`src/source/address_unit_pkg.sv`:
```
/*
 * shared definitions for the address path
 *   widths of the internal bus word, the extension byte and the
 *   physical address, the bank register index, the device-group
 *   select struct and the I/O addresses of the bank unit registers
 */

package address_unit_pkg;

   ////////////////////////////////////////////////////////////////////////////
   // widths that carry a meaning
   ////////////////////////////////////////////////////////////////////////////

   // one word of the 16-bit internal bus
   typedef logic [15:0] word_t;

   // the extension byte, which becomes bits 23 to 16 of the address
   typedef logic [7:0] bank_t;

   // the full 24-bit physical address driven on the address bus
   typedef logic [23:0] phys_addr_t;

   // picks one of the eight bank registers
   // the CPU supplies it in the top three bits of the word it loads
   typedef logic [2:0] bank_index_t;

   ////////////////////////////////////////////////////////////////////////////
   // device-group selects
   ////////////////////////////////////////////////////////////////////////////

   // one field per 256-word page of the low 1K of I/O space
   // sysdev sits in bit 0 so the struct reads like the decoder outputs
   typedef struct packed {
      logic dev3xx;  // I/O 0x300 to 0x3ff
      logic dev2xx;  // I/O 0x200 to 0x2ff
      logic dev1xx;  // I/O 0x100 to 0x1ff
      logic sysdev;  // I/O 0x000 to 0x0ff
   } io_select_t;

   ////////////////////////////////////////////////////////////////////////////
   // bank unit addresses in the system page
   ////////////////////////////////////////////////////////////////////////////

   // bank register 0 lives here, registers 1 to 7 follow it
   // the base must stay aligned to eight words
   localparam word_t BANK_REG_BASE = 16'h0008;

   // writing bit 0 here turns the extension byte on or off
   localparam word_t BANK_ENABLE_ADDR = 16'h0010;

endpackage : address_unit_pkg

```
`src/source/address_register.sv`:
```
/*
 * address register
 *   the 24-bit register loaded from the extension byte and the
 *   internal bus, its gating onto the address bus, the front
 *   panel high byte, the low byte export and the I/O decoder
 */

`timescale 1ns/1ps

module address_register
   import address_unit_pkg::*;
(
   input  logic       clk,
   input  logic       reset,
   input  word_t      ibus,
   input  bank_t      ext,
   input  logic       write_ar,
   input  logic       mem,
   input  logic       io,
   input  logic       fp_read_high,
   output phys_addr_t ab,
   output bank_t      fpd,
   output io_select_t devsel,
   output bank_t      ar_low
);

   // the register itself
   phys_addr_t ar;

   // high during any cycle that puts an address on the bus
   logic ab_enable;

   ////////////////////////////////////////////////////////////////////////////
   // the register
   ////////////////////////////////////////////////////////////////////////////

   // the bank unit answers in the same cycle as the load strobe, so the
   // extension byte and the bus word are captured together
   always_ff @(posedge clk) begin
      if (reset) begin
         ar <= '0;
      end else if (write_ar) begin
         ar <= {ext, ibus};
      end
   end

   ////////////////////////////////////////////////////////////////////////////
   // bus outputs
   ////////////////////////////////////////////////////////////////////////////

   // the address bus only carries the register during memory and I/O
   // cycles and reads as zero the rest of the time
   assign ab_enable = mem || io;
   assign ab = ab_enable ? ar : '0;

   // the front panel can see the whole address bus, so it only needs
   // the extension byte handed over separately
   assign fpd = fp_read_high ? ar[23:16] : '0;

   // bank unit register selection uses the low byte
   assign ar_low = ar[7:0];

   ////////////////////////////////////////////////////////////////////////////
   // device selects
   ////////////////////////////////////////////////////////////////////////////

   // decoding straight from the register rather than the gated bus lets
   // the selects settle as early as possible in the I/O cycle
   io_address_decoder u_io_address_decoder (
      .io        (io),
      .addr_high (ar[15:8]),
      .devsel    (devsel)
   );

endmodule : address_register

```
`src/source/address_unit.sv`:
```
/*
 * address unit top level
 *   joins the address register with the memory bank unit and
 *   passes the bank unit I/O addresses down to it
 */

`timescale 1ns/1ps

module address_unit
   import address_unit_pkg::*;
#(
   parameter word_t REG_BASE    = BANK_REG_BASE,
   parameter word_t ENABLE_ADDR = BANK_ENABLE_ADDR
) (
   input  logic       clk,
   input  logic       reset,
   input  word_t      ibus,
   input  logic       write_ar,
   input  logic       mem,
   input  logic       io,
   input  logic       io_write,
   input  logic       fp_read_high,
   output phys_addr_t ab,
   output bank_t      fpd,
   output io_select_t devsel
);

   // extension byte from the bank unit to the top of the register
   bank_t ext;

   // low byte of the register, used to pick a bank unit register
   bank_t ar_low;

   // the address register also feeds its own selects back to the bank
   // unit, which lives in the system device page
   address_register u_address_register (
      .clk          (clk),
      .reset        (reset),
      .ibus         (ibus),
      .ext          (ext),
      .write_ar     (write_ar),
      .mem          (mem),
      .io           (io),
      .fp_read_high (fp_read_high),
      .ab           (ab),
      .fpd          (fpd),
      .devsel       (devsel),
      .ar_low       (ar_low)
   );

   memory_bank_unit #(
      .REG_BASE    (REG_BASE),
      .ENABLE_ADDR (ENABLE_ADDR)
   ) u_memory_bank_unit (
      .clk      (clk),
      .reset    (reset),
      .ibus     (ibus),
      .io_write (io_write),
      .sysdev   (devsel.sysdev),
      .reg_addr (ar_low),
      .ext      (ext)
   );

endmodule : address_unit

```
`src/source/io_address_decoder.sv`:
```
/*
 * coarse I/O address decoder
 *   turns bits 15 to 8 of the address register into four
 *   device-group selects covering the low 1K of I/O space
 */

`timescale 1ns/1ps

module io_address_decoder
   import address_unit_pkg::*;
(
   input  logic       io,
   input  bank_t      addr_high,
   output io_select_t devsel
);

   // high when bits 15 to 10 of the address are all zero
   logic low_1k;

   // the page number inside the low 1K, taken from bits 9 and 8
   logic [1:0] page;

   ////////////////////////////////////////////////////////////////////////////
   // range check
   ////////////////////////////////////////////////////////////////////////////

   // addr_high holds address bits 15 to 8, so bits 7 to 2 of it
   // are address bits 15 to 10
   // bit 10 is checked here and nowhere else
   assign low_1k = (addr_high[7:2] == 6'd0);

   assign page = addr_high[1:0];

   ////////////////////////////////////////////////////////////////////////////
   // one-hot select
   ////////////////////////////////////////////////////////////////////////////

   // behaves like a 3-to-8 demux with two enables, of which only the
   // first four outputs are brought out
   always_comb begin
      devsel = '0;

      // outside an I/O cycle or above 0x3ff nothing is selected
      if (io && low_1k) begin
         case (page)
            2'd0: devsel.sysdev = 1'b1;
            2'd1: devsel.dev1xx = 1'b1;
            2'd2: devsel.dev2xx = 1'b1;
            default: devsel.dev3xx = 1'b1;
         endcase
      end
   end

endmodule : io_address_decoder

```
`src/source/memory_bank_unit.sv`:
```
/*
 * memory bank unit
 *   eight bank registers and an enable flag, all written through
 *   the system device page of I/O space, and the combinational
 *   extension byte picked by the top three bits of the bus word
 */

`timescale 1ns/1ps

module memory_bank_unit
   import address_unit_pkg::*;
#(
   parameter word_t REG_BASE    = BANK_REG_BASE,
   parameter word_t ENABLE_ADDR = BANK_ENABLE_ADDR
) (
   input  logic  clk,
   input  logic  reset,
   input  word_t ibus,
   input  logic  io_write,
   input  logic  sysdev,
   input  bank_t reg_addr,
   output bank_t ext
);

   localparam int NUM_BANKS = 2 ** $bits(bank_index_t);

   // the bank registers and the flag that lets them reach the bus
   bank_t bank_regs [NUM_BANKS];
   logic  bank_enable;

   // decoded write strobes
   logic bank_reg_hit;
   logic enable_hit;

   // which register an I/O write lands in
   bank_index_t write_index;

   // which register drives the extension byte
   bank_index_t read_index;

   ////////////////////////////////////////////////////////////////////////////
   // address match inside the system page
   ////////////////////////////////////////////////////////////////////////////

   // sysdev already vouches for bits 15 to 8 being zero, so only the
   // low byte of the address register is compared here
   // the eight registers share everything but the bottom three bits
   assign bank_reg_hit = io_write && sysdev && (reg_addr[7:3] == REG_BASE[7:3]);

   assign enable_hit = io_write && sysdev && (reg_addr == ENABLE_ADDR[7:0]);

   assign write_index = reg_addr[2:0];

   ////////////////////////////////////////////////////////////////////////////
   // register file
   ////////////////////////////////////////////////////////////////////////////

   // during an I/O write the register holds the address and the bus
   // carries the data, so the byte written is the low byte of ibus
   always_ff @(posedge clk) begin
      if (reset) begin
         for (int i = 0; i < NUM_BANKS; i++) begin
            bank_regs[i] <= '0;
         end
         bank_enable <= 1'b0;
      end else begin
         if (bank_reg_hit) begin
            bank_regs[write_index] <= ibus[7:0];
         end
         if (enable_hit) begin
            bank_enable <= ibus[0];
         end
      end
   end

   ////////////////////////////////////////////////////////////////////////////
   // extension byte
   ////////////////////////////////////////////////////////////////////////////

   // the bank is chosen by the word that is about to be loaded into
   // the address register, so this path has to stay combinational
   assign read_index = ibus[15:13];

   // with banking off the machine sees a plain 64K address space
   assign ext = bank_enable ? bank_regs[read_index] : '0;

endmodule : memory_bank_unit

```
`config.mk`:
```
export PLATFORM = sky130hd
export DESIGN_NAME = address_unit
export DESIGN_NICKNAME = d
export VERILOG_FILES = /design/src/source/address_unit_pkg.sv /design/src/source/address_register.sv /design/src/source/address_unit.sv /design/src/source/io_address_decoder.sv /design/src/source/memory_bank_unit.sv
export SDC_FILE = /design/constraint.sdc
export NUM_CORES = 1
export LEC_CHECK = 0
export BUFFER_PORTS_ARGS = -buffer_cell sky130_fd_sc_hd__buf_4
export CAP_MARGIN = 30
export CORE_AREA = 2 2 67 117
export CTS_CLUSTER_SIZE = 40
export DETAILED_ROUTE_END_ITERATION = 8
export DIE_AREA = 0 0 69 119
export PLACE_DENSITY_LB_ADDON = 0.05
export SYNTH_ARGS = -nofsm -noshare
export SYNTH_HDL_FRONTEND = slang
export SYNTH_SLANG_ARGS = --single-unit
export TNS_END_PERCENT = 30
```
`constraint.sdc`:
```
create_clock -name clk -period 3.6 [get_ports clk]
set_input_delay 0.36 -clock clk [delete_from_list [all_inputs] [get_ports clk]]
set_output_delay 0.36 -clock clk [all_outputs]
set_load 0.01 [all_outputs]
```
==> run metrics, run 1 <==
maximum clock path buffer count=2; number of pins exceeding their max-slew limit in the final report=0; number of setup violations in the final report=0; critical path required time=3240 ps; number of input and output port buffers inserted=58; vias in the first global route=2947; proportion of register bits with asynchronous set or reset after synthesis=0%; sequential area share after synthesis=roughly 55%; all-layer global routing usage=27.03%; worst slack after detailed placement=about 1200 ps; pin count of the biggest net entering global routing=35; setup repair after global routing missed its margin=no; critical path fanouts, max=11; smallest setup slack after layout=1355 ps; final core utilization=70.03%; DIE AREA=0.008211 mm2; highest achievable clock rate=about 450 MHz; cell at the root of the clock tree=sky130_fd_sc_hd__clkbuf_16; TNS Setup=0 ps; number of buffers inserted during clock tree synthesis=9; growth of design area from synthesis to finish=16.59%; sinks on the clock net=89; Max-slew headroom=between 40% and 50%; gate count after technology mapping=355; number of antenna violations at the first check in global routing=0; area of the core region=0.007357 mm2; Net Sw Frac=23.26%; worst hold path class=primary input to register; Largest delay share family, worst path=simple AND/OR/NAND/NOR gates; global-route wire length before repair=16130 um; Worst Setup End Kind=primary output; final count of hold timing violations=0; vertical extent of the die=119 um; switching power total=523.5 uW; number of top-level pins=59; CP Class=register to primary output; PostCTS Resize Cnt=0; Avg Vias per Cell=5.825; routability congestion estimate from global placement=0.8721; Starting DRT DRC Count=241; Period minus WS final=between 2000 and 2500 ps; cell with the largest stage delay on the worst path=sky130_fd_sc_hd__or4b_4; TritonCTS clock tree=yes; starting utilization of the core area=~60%; Total Power=2.250 mW; number of distinct library cells after synthesis=32; share of post-route cells with drive strength above 1=26.65%; aggregate global routing overflow=0; number of antenna-violating nets in the routed design=0; combinational cell fraction of total power=9.6%; CTS Hold Buffers Added=0; H-Tree Depth=3; Syn Std Cell Area=approximately 0.0044 mm2; cell-by-cell trace of the critical path=or4b_4 -> nand2b_4 -> nor2_1 -> buf_4; remaining design rule violation count=0; number of buffers and inverters on the critical path=1; Worst Max-Slew Pin Slew=761.8 ps; cell area power density=436.7 mW/mm2; mean post-synth cell area=12.45 um2; Worst path max stage delay=approximately 700 ps; crit start category=register; Final period util=62.37%; Worst Path Arrival=between 1500 and 2000 ps; clock network fraction of total power=39.0%; status=finished, final reports clean; flip-flop and latch count after synthesis=89; clock insertion delay at the later pin of the skew report=340 ps; Post-Syn Nets=378; Die W=69 um; leakage power total=approximately 2.1 nW; Power Internal=approximately 1.7 mW; final HPWL from detailed placement=7512 um; maximum clock skew at final layout=6.119 ps; final wirelength=10290 um; total setup buffers inserted after CTS=0; DR vias=2895; net count of the finished layout=427; ANT cells=0; peak supply drop=~0.39 mV; number of synthesized flops with an enable pin=64; dominant register cell in the synthesized netlist=sky130_fd_sc_hd__edfxtp_1; Ys Warns=0; clock slew at the register clock pins of the worst setup and hold paths=60 ps; row count=42; routed length per instance=just over 20 um; number of maximum-capacitance violations=0; Pre-Repair DR Iteration Count=5; register share of total power=51.4%
-- registers in the layout (all words and copies together) (netlist names) --
signal	flops
u_address_register.ar	24
u_memory_bank_unit.bank_enable	1
u_memory_bank_unit.bank_regs	64
-- cell usage after synthesis, types with 4 or more instances --
cell | instances | area (um2)
sky130_fd_sc_hd__inv_1 | 5 | 18.77
sky130_fd_sc_hd__dfxtp_1 | 25 | 500.5
sky130_fd_sc_hd__or2_2 | 8 | 50.05
sky130_fd_sc_hd__clkbuf_1 | 11 | 41.29
sky130_fd_sc_hd__edfxtp_1 | 64 | 1922
sky130_fd_sc_hd__nor2_1 | 27 | 101.4
sky130_fd_sc_hd__nand3_1 | 8 | 40.04
sky130_fd_sc_hd__nand2b_1 | 16 | 100.1
sky130_fd_sc_hd__nor2b_1 | 22 | 137.6
sky130_fd_sc_hd__a21oi_1 | 9 | 45.04
sky130_fd_sc_hd__mux4_2 | 8 | 180.2
sky130_fd_sc_hd__mux2i_1 | 32 | 320.3
sky130_fd_sc_hd__nand2_1 | 10 | 37.54
sky130_fd_sc_hd__and2_1 | 65 | 406.6
sky130_fd_sc_hd__a22oi_1 | 8 | 60.06
sky130_fd_sc_hd__nor3_1 | 4 | 20.02
sky130_fd_sc_hd__nor4_4 | 9 | 191.4
-- metrics by stage --
stage | cell area, um2 | cells | hold WS [ps]
2_1_floorplan | 4419 | 355 | 439.4
3_3_place_gp | 4862 | 481 | 457.3
3_5_place_dp | 4862 | 481 | 463.3
4_1_cts | 5152 | 497 | 253.8
5_1_grt | 5152 | 497 | 267.4
6_report | 5152 | 497 | 260.8
-- tightest hold or removal path, cell delays in order --
cell,delay (ps)
sky130_fd_sc_hd__buf_4,70
sky130_fd_sc_hd__mux2i_1,50
sky130_fd_sc_hd__nor2_1,70
-- power groups by stage --
stage          Sequential (mW)  Clock (mW)  Combinational [mW]
2_1_floorplan             1.16           0               0.144
3_3_place_gp              1.18           0               0.214
3_5_place_dp              1.18           0               0.217
4_1_cts                   1.16       0.891               0.218
5_1_grt                   1.16       0.933               0.233
6_report                  1.16       0.878               0.217
-- logic make-up after synthesis --
kind of cell           Yosys count  share of synthesized area, %
AOI/OAI and AO/OA               18                         2.548
buffers and inverters           26                         2.916
DFF                             89                         54.81
muxes                           40                         11.33
and+or+nand+nor                182                         28.40
-- per-layer routing --
| layer | GRT usage [%] | wire [um] | part of all wire (%) | vias up |
|---|---|---|---|---|
| met3 | 4.992 | 527 | 5.1 | 37 |
| met2 | 47.54 | 5628 | 55 | 117 |
| li1 | - | - | - | 1350 |
| met5 | 0 | 0 | 0 | - |
| met1 | 29.75 | 3645 | 35 | 1391 |
| met4 | 16.42 | 484 | 4.7 | 0 |
-- path summary, 6_finish.rpt --
| check | from | endpoint | slack, ps | cells past startpoint |
|---|---|---|---|---|
| worst max register to register | u_address_register.ar[5] | u_memory_bank_unit.bank_regs[5][0] | 1440 | 4 |
| worst min-delay path | ibus[12] | u_address_register.ar[12] | 260 | 3 |
| worst min register to register | u_memory_bank_unit.bank_enable | u_memory_bank_unit.bank_enable | 480 | 2 |
| worst max-delay path | u_address_register.ar[14] | devsel[0] | 1350 | 4 |
-- cell type report --
class	instances	area, um2
timing repair buffer	59	442.9
sequential	89	2422
inverter	5	18.77
fill	565	2205
clock inverter	6	40.04
tap	88	110.1
clock buffer	10	250.2
multi-input combinational	240	1868
-- layout by cell type, fill, tap and decap left out --
cell type                    netlist  routed
sky130_fd_sc_hd__buf_4             3      59
sky130_fd_sc_hd__inv_1             5       5
sky130_fd_sc_hd__nor3_2            1       1
sky130_fd_sc_hd__a22oi_1           8       8
sky130_fd_sc_hd__clkinv_4          0       1
sky130_fd_sc_hd__clkinvlp_4        0       1
sky130_fd_sc_hd__nor4_1            2       2
sky130_fd_sc_hd__mux2i_1          32      32
sky130_fd_sc_hd__nand4_4           1       1
sky130_fd_sc_hd__a21oi_1           9       9
sky130_fd_sc_hd__edfxtp_1         64      64
sky130_fd_sc_hd__dfxtp_1          25      25
sky130_fd_sc_hd__nor4b_4           2       2
sky130_fd_sc_hd__nor2_1           27      27
sky130_fd_sc_hd__nor2b_1          22      22
sky130_fd_sc_hd__o31ai_1           1       1
sky130_fd_sc_hd__clkbuf_16         0      10
sky130_fd_sc_hd__nand2b_1         16      16
sky130_fd_sc_hd__clkinv_2          0       3
sky130_fd_sc_hd__or2_2             8       8
sky130_fd_sc_hd__nor4_2            3       3
sky130_fd_sc_hd__and2_1           65      65
sky130_fd_sc_hd__mux4_2            8       8
sky130_fd_sc_hd__nand2_1          10      10
sky130_fd_sc_hd__or2_1             1       1
sky130_fd_sc_hd__or4b_4            1       1
sky130_fd_sc_hd__inv_6             0       1
sky130_fd_sc_hd__or4_1             1       1
sky130_fd_sc_hd__nand3_1           8       8
sky130_fd_sc_hd__nor4_4            9       9
sky130_fd_sc_hd__nand2b_4          1       1
sky130_fd_sc_hd__nor3_1            4       4
(Power assumes the default switching activity.)
==> inputs of run 2 (changes only) <==
CORE_AREA = 2 2 69 121   (was 2 2 67 117)
DIE_AREA = 0 0 71 123   (was 0 0 69 119)
clock period = 2.3 ns   (was 3.6 ns; I/O delays follow)
==> run metrics, run 2 (synthesis results as in run 1) <==
status=finished, final reports clean; Worst Setup End Kind=primary output; leading cell types in the layout, fill and taps excluded=68 x sky130_fd_sc_hd__buf_4, 65 x sky130_fd_sc_hd__and2_1, 64 x sky130_fd_sc_hd__edfxtp_1, 32 x sky130_fd_sc_hd__mux2i_1, 27 x sky130_fd_sc_hd__nor2_1; setup repair after global routing missed its margin=no; Power Internal=between 2 and 3 mW; vertical extent of the die=123 um; clock insertion delay at the later pin of the skew report=340 ps; Worst Path Arrival=about 1900 ps; cell area power density=695.6 mW/mm2; Net Sw Frac=between 20 and 25%; leakage power total=2.131 nW; area of the core region=0.007801 mm2; Multi-input gate area=0.001868 mm2; Worst Max-Slew Pin Slew=around 580 ps; cell at the root of the clock tree=sky130_fd_sc_hd__clkbuf_16; number of pins exceeding their max-slew limit in the final report=0; PostCTS Resize Cnt=0; total number of cells along the worst setup path=5; clock network fraction of total power=about 41%; worst hold path class=primary input to register; Placed Area=~0.0049 mm2; switching power total=792.7 uW; final core utilization=67.22%; cell-by-cell trace of the critical path=or4b_4 -> nor2b_1 -> nand2_1 -> nor2_1 -> buf_4; routed length per instance=19.41 um; FILL cells=between 500 and 600; Final period util=about 90%; highest achievable clock rate=roughly 480 MHz; number of top-level pins=59; final count of hold timing violations=0; CP Class=register to primary output; final HPWL from detailed placement=around 7200 um; number of antenna violations at the first check in global routing=0; combinational cell fraction of total power=a little under a tenth; final wirelength=9862 um; register share of total power=between 40% and 50%; critical path fanouts, max=11; Regs by FF count=u_memory_bank_unit.bank_regs: 64 flops, u_address_register.ar: 24 flops, u_memory_bank_unit.bank_enable: 1 flops; TNS Setup=0 ps; hold path cells=3; global-route wire length before repair=15320 um; DIE AREA=0.008733 mm2; FF+latch area=0.002422 mm2; total setup buffers inserted after CTS=0; number of maximum-capacitance violations=0; clock slew at the register clock pins of the worst setup and hold paths=60 ps; vias in the first global route=2830; number of setup violations in the final report=0; share of post-route cells with drive strength above 1=27.75%; maximum clock path buffer count=2; Final Cell Area=0.005244 mm2; Max-slew headroom=between 60 and 70%; most common library cell in the layout ignoring fill and taps=sky130_fd_sc_hd__buf_4; crit start category=register; Largest delay share family, worst path=simple AND/OR/NAND/NOR gates; aggregate global routing overflow=0; peak supply drop=0.5839 mV; count of cells along the worst register-to-register path=4; all-layer global routing usage=24.33%; Total Power=roughly 3.6 mW; number of buffers and inverters on the critical path=1; largest register by flop count=u_memory_bank_unit.bank_regs; growth of design area from synthesis to finish=18.66%; Avg Vias per Cell=5.573; number of antenna-violating nets in the routed design=0; H-Tree Depth=3; pin count of the biggest net entering global routing=34; CTS Hold Buffers Added=0; routability congestion estimate from global placement=0.8335; Die W=between 70 and 80 um; maximum clock skew at final layout=6.342 ps; Worst path max stage delay=700 ps; Starting DRT DRC Count=149; cell with the largest stage delay on the worst path=sky130_fd_sc_hd__or4b_4; Pre-Repair DR Iteration Count=4; DR vias=between 2000 and 3000; starting utilization of the core area=56.65%; ANT cells=0; smallest setup slack after layout=211.8 ps; sinks on the clock net=89; worst slack after detailed placement=245.5 ps; number of input and output port buffers inserted=58; Period minus WS final=2088 ps; row count=43; number of buffers inserted during clock tree synthesis=9; net count of the finished layout=436; max FFs per register=64; critical path required time=around 2100 ps; TritonCTS clock tree=yes; remaining design rule violation count=0
## run 2: power groups by stage
stage               Sequential (mW)  Combinational (mW)  Clock, mW
floorplan                      1.82               0.225          0
finish                         1.80               0.340       1.51
CTS                            1.80               0.343       1.52
detailed placement             1.84               0.341          0
global placement               1.83               0.338          0
global route                   1.81               0.367       1.59
## run 2: metal layers
metal  share of wire (%)  global-route usage, %  up-vias
met5                   0                      0        -
met4                 4.5                  13.56        0
met3                 3.8                  4.808       21
met2                  53                  41.18       71
met1                  39                  28.83     1368
li1                    -                      -     1371
## run 2: final cells by class
| cell class | instances | area share (%) |
|---|---|---|
| inverter | 5 | 0.3579 |
| multi-input combinational | 240 | 35.62 |
| tap | 90 | 2.147 |
| clock inverter | 6 | 1.575 |
| timing repair buffer | 68 | 9.735 |
| clock buffer | 10 | 4.367 |
| sequential | 89 | 46.19 |
## run 2: path summary, 6_finish.rpt
path                                                     start                            endpoint  slack, ps
worst min register to register  u_memory_bank_unit.bank_enable      u_memory_bank_unit.bank_enable        470
worst min-delay path                                  ibus[12]           u_address_register.ar[12]        130
worst max-delay path                 u_address_register.ar[13]                           devsel[3]        210
worst max register to register        u_address_register.ar[5]  u_memory_bank_unit.bank_regs[4][5]        240
## run 2: per-stage QoR
step / instances / hold WS (ps)
after floorplan: 355 / 377.5
after global placement: 492 / 456.2
after detailed placement: 492 / 470.0
after CTS: 508 / 127.2
after global routing: 508 / 137.2
final: 508 / 129.2
## run 2: worst reg2reg max path, stage by stage, from the launching register on
cell and delay (ps):
sky130_fd_sc_hd__dfxtp_1 340, sky130_fd_sc_hd__nor4_4 360, sky130_fd_sc_hd__nand4_4 340, sky130_fd_sc_hd__nor4b_4 440
sky130_fd_sc_hd__or2_2 290
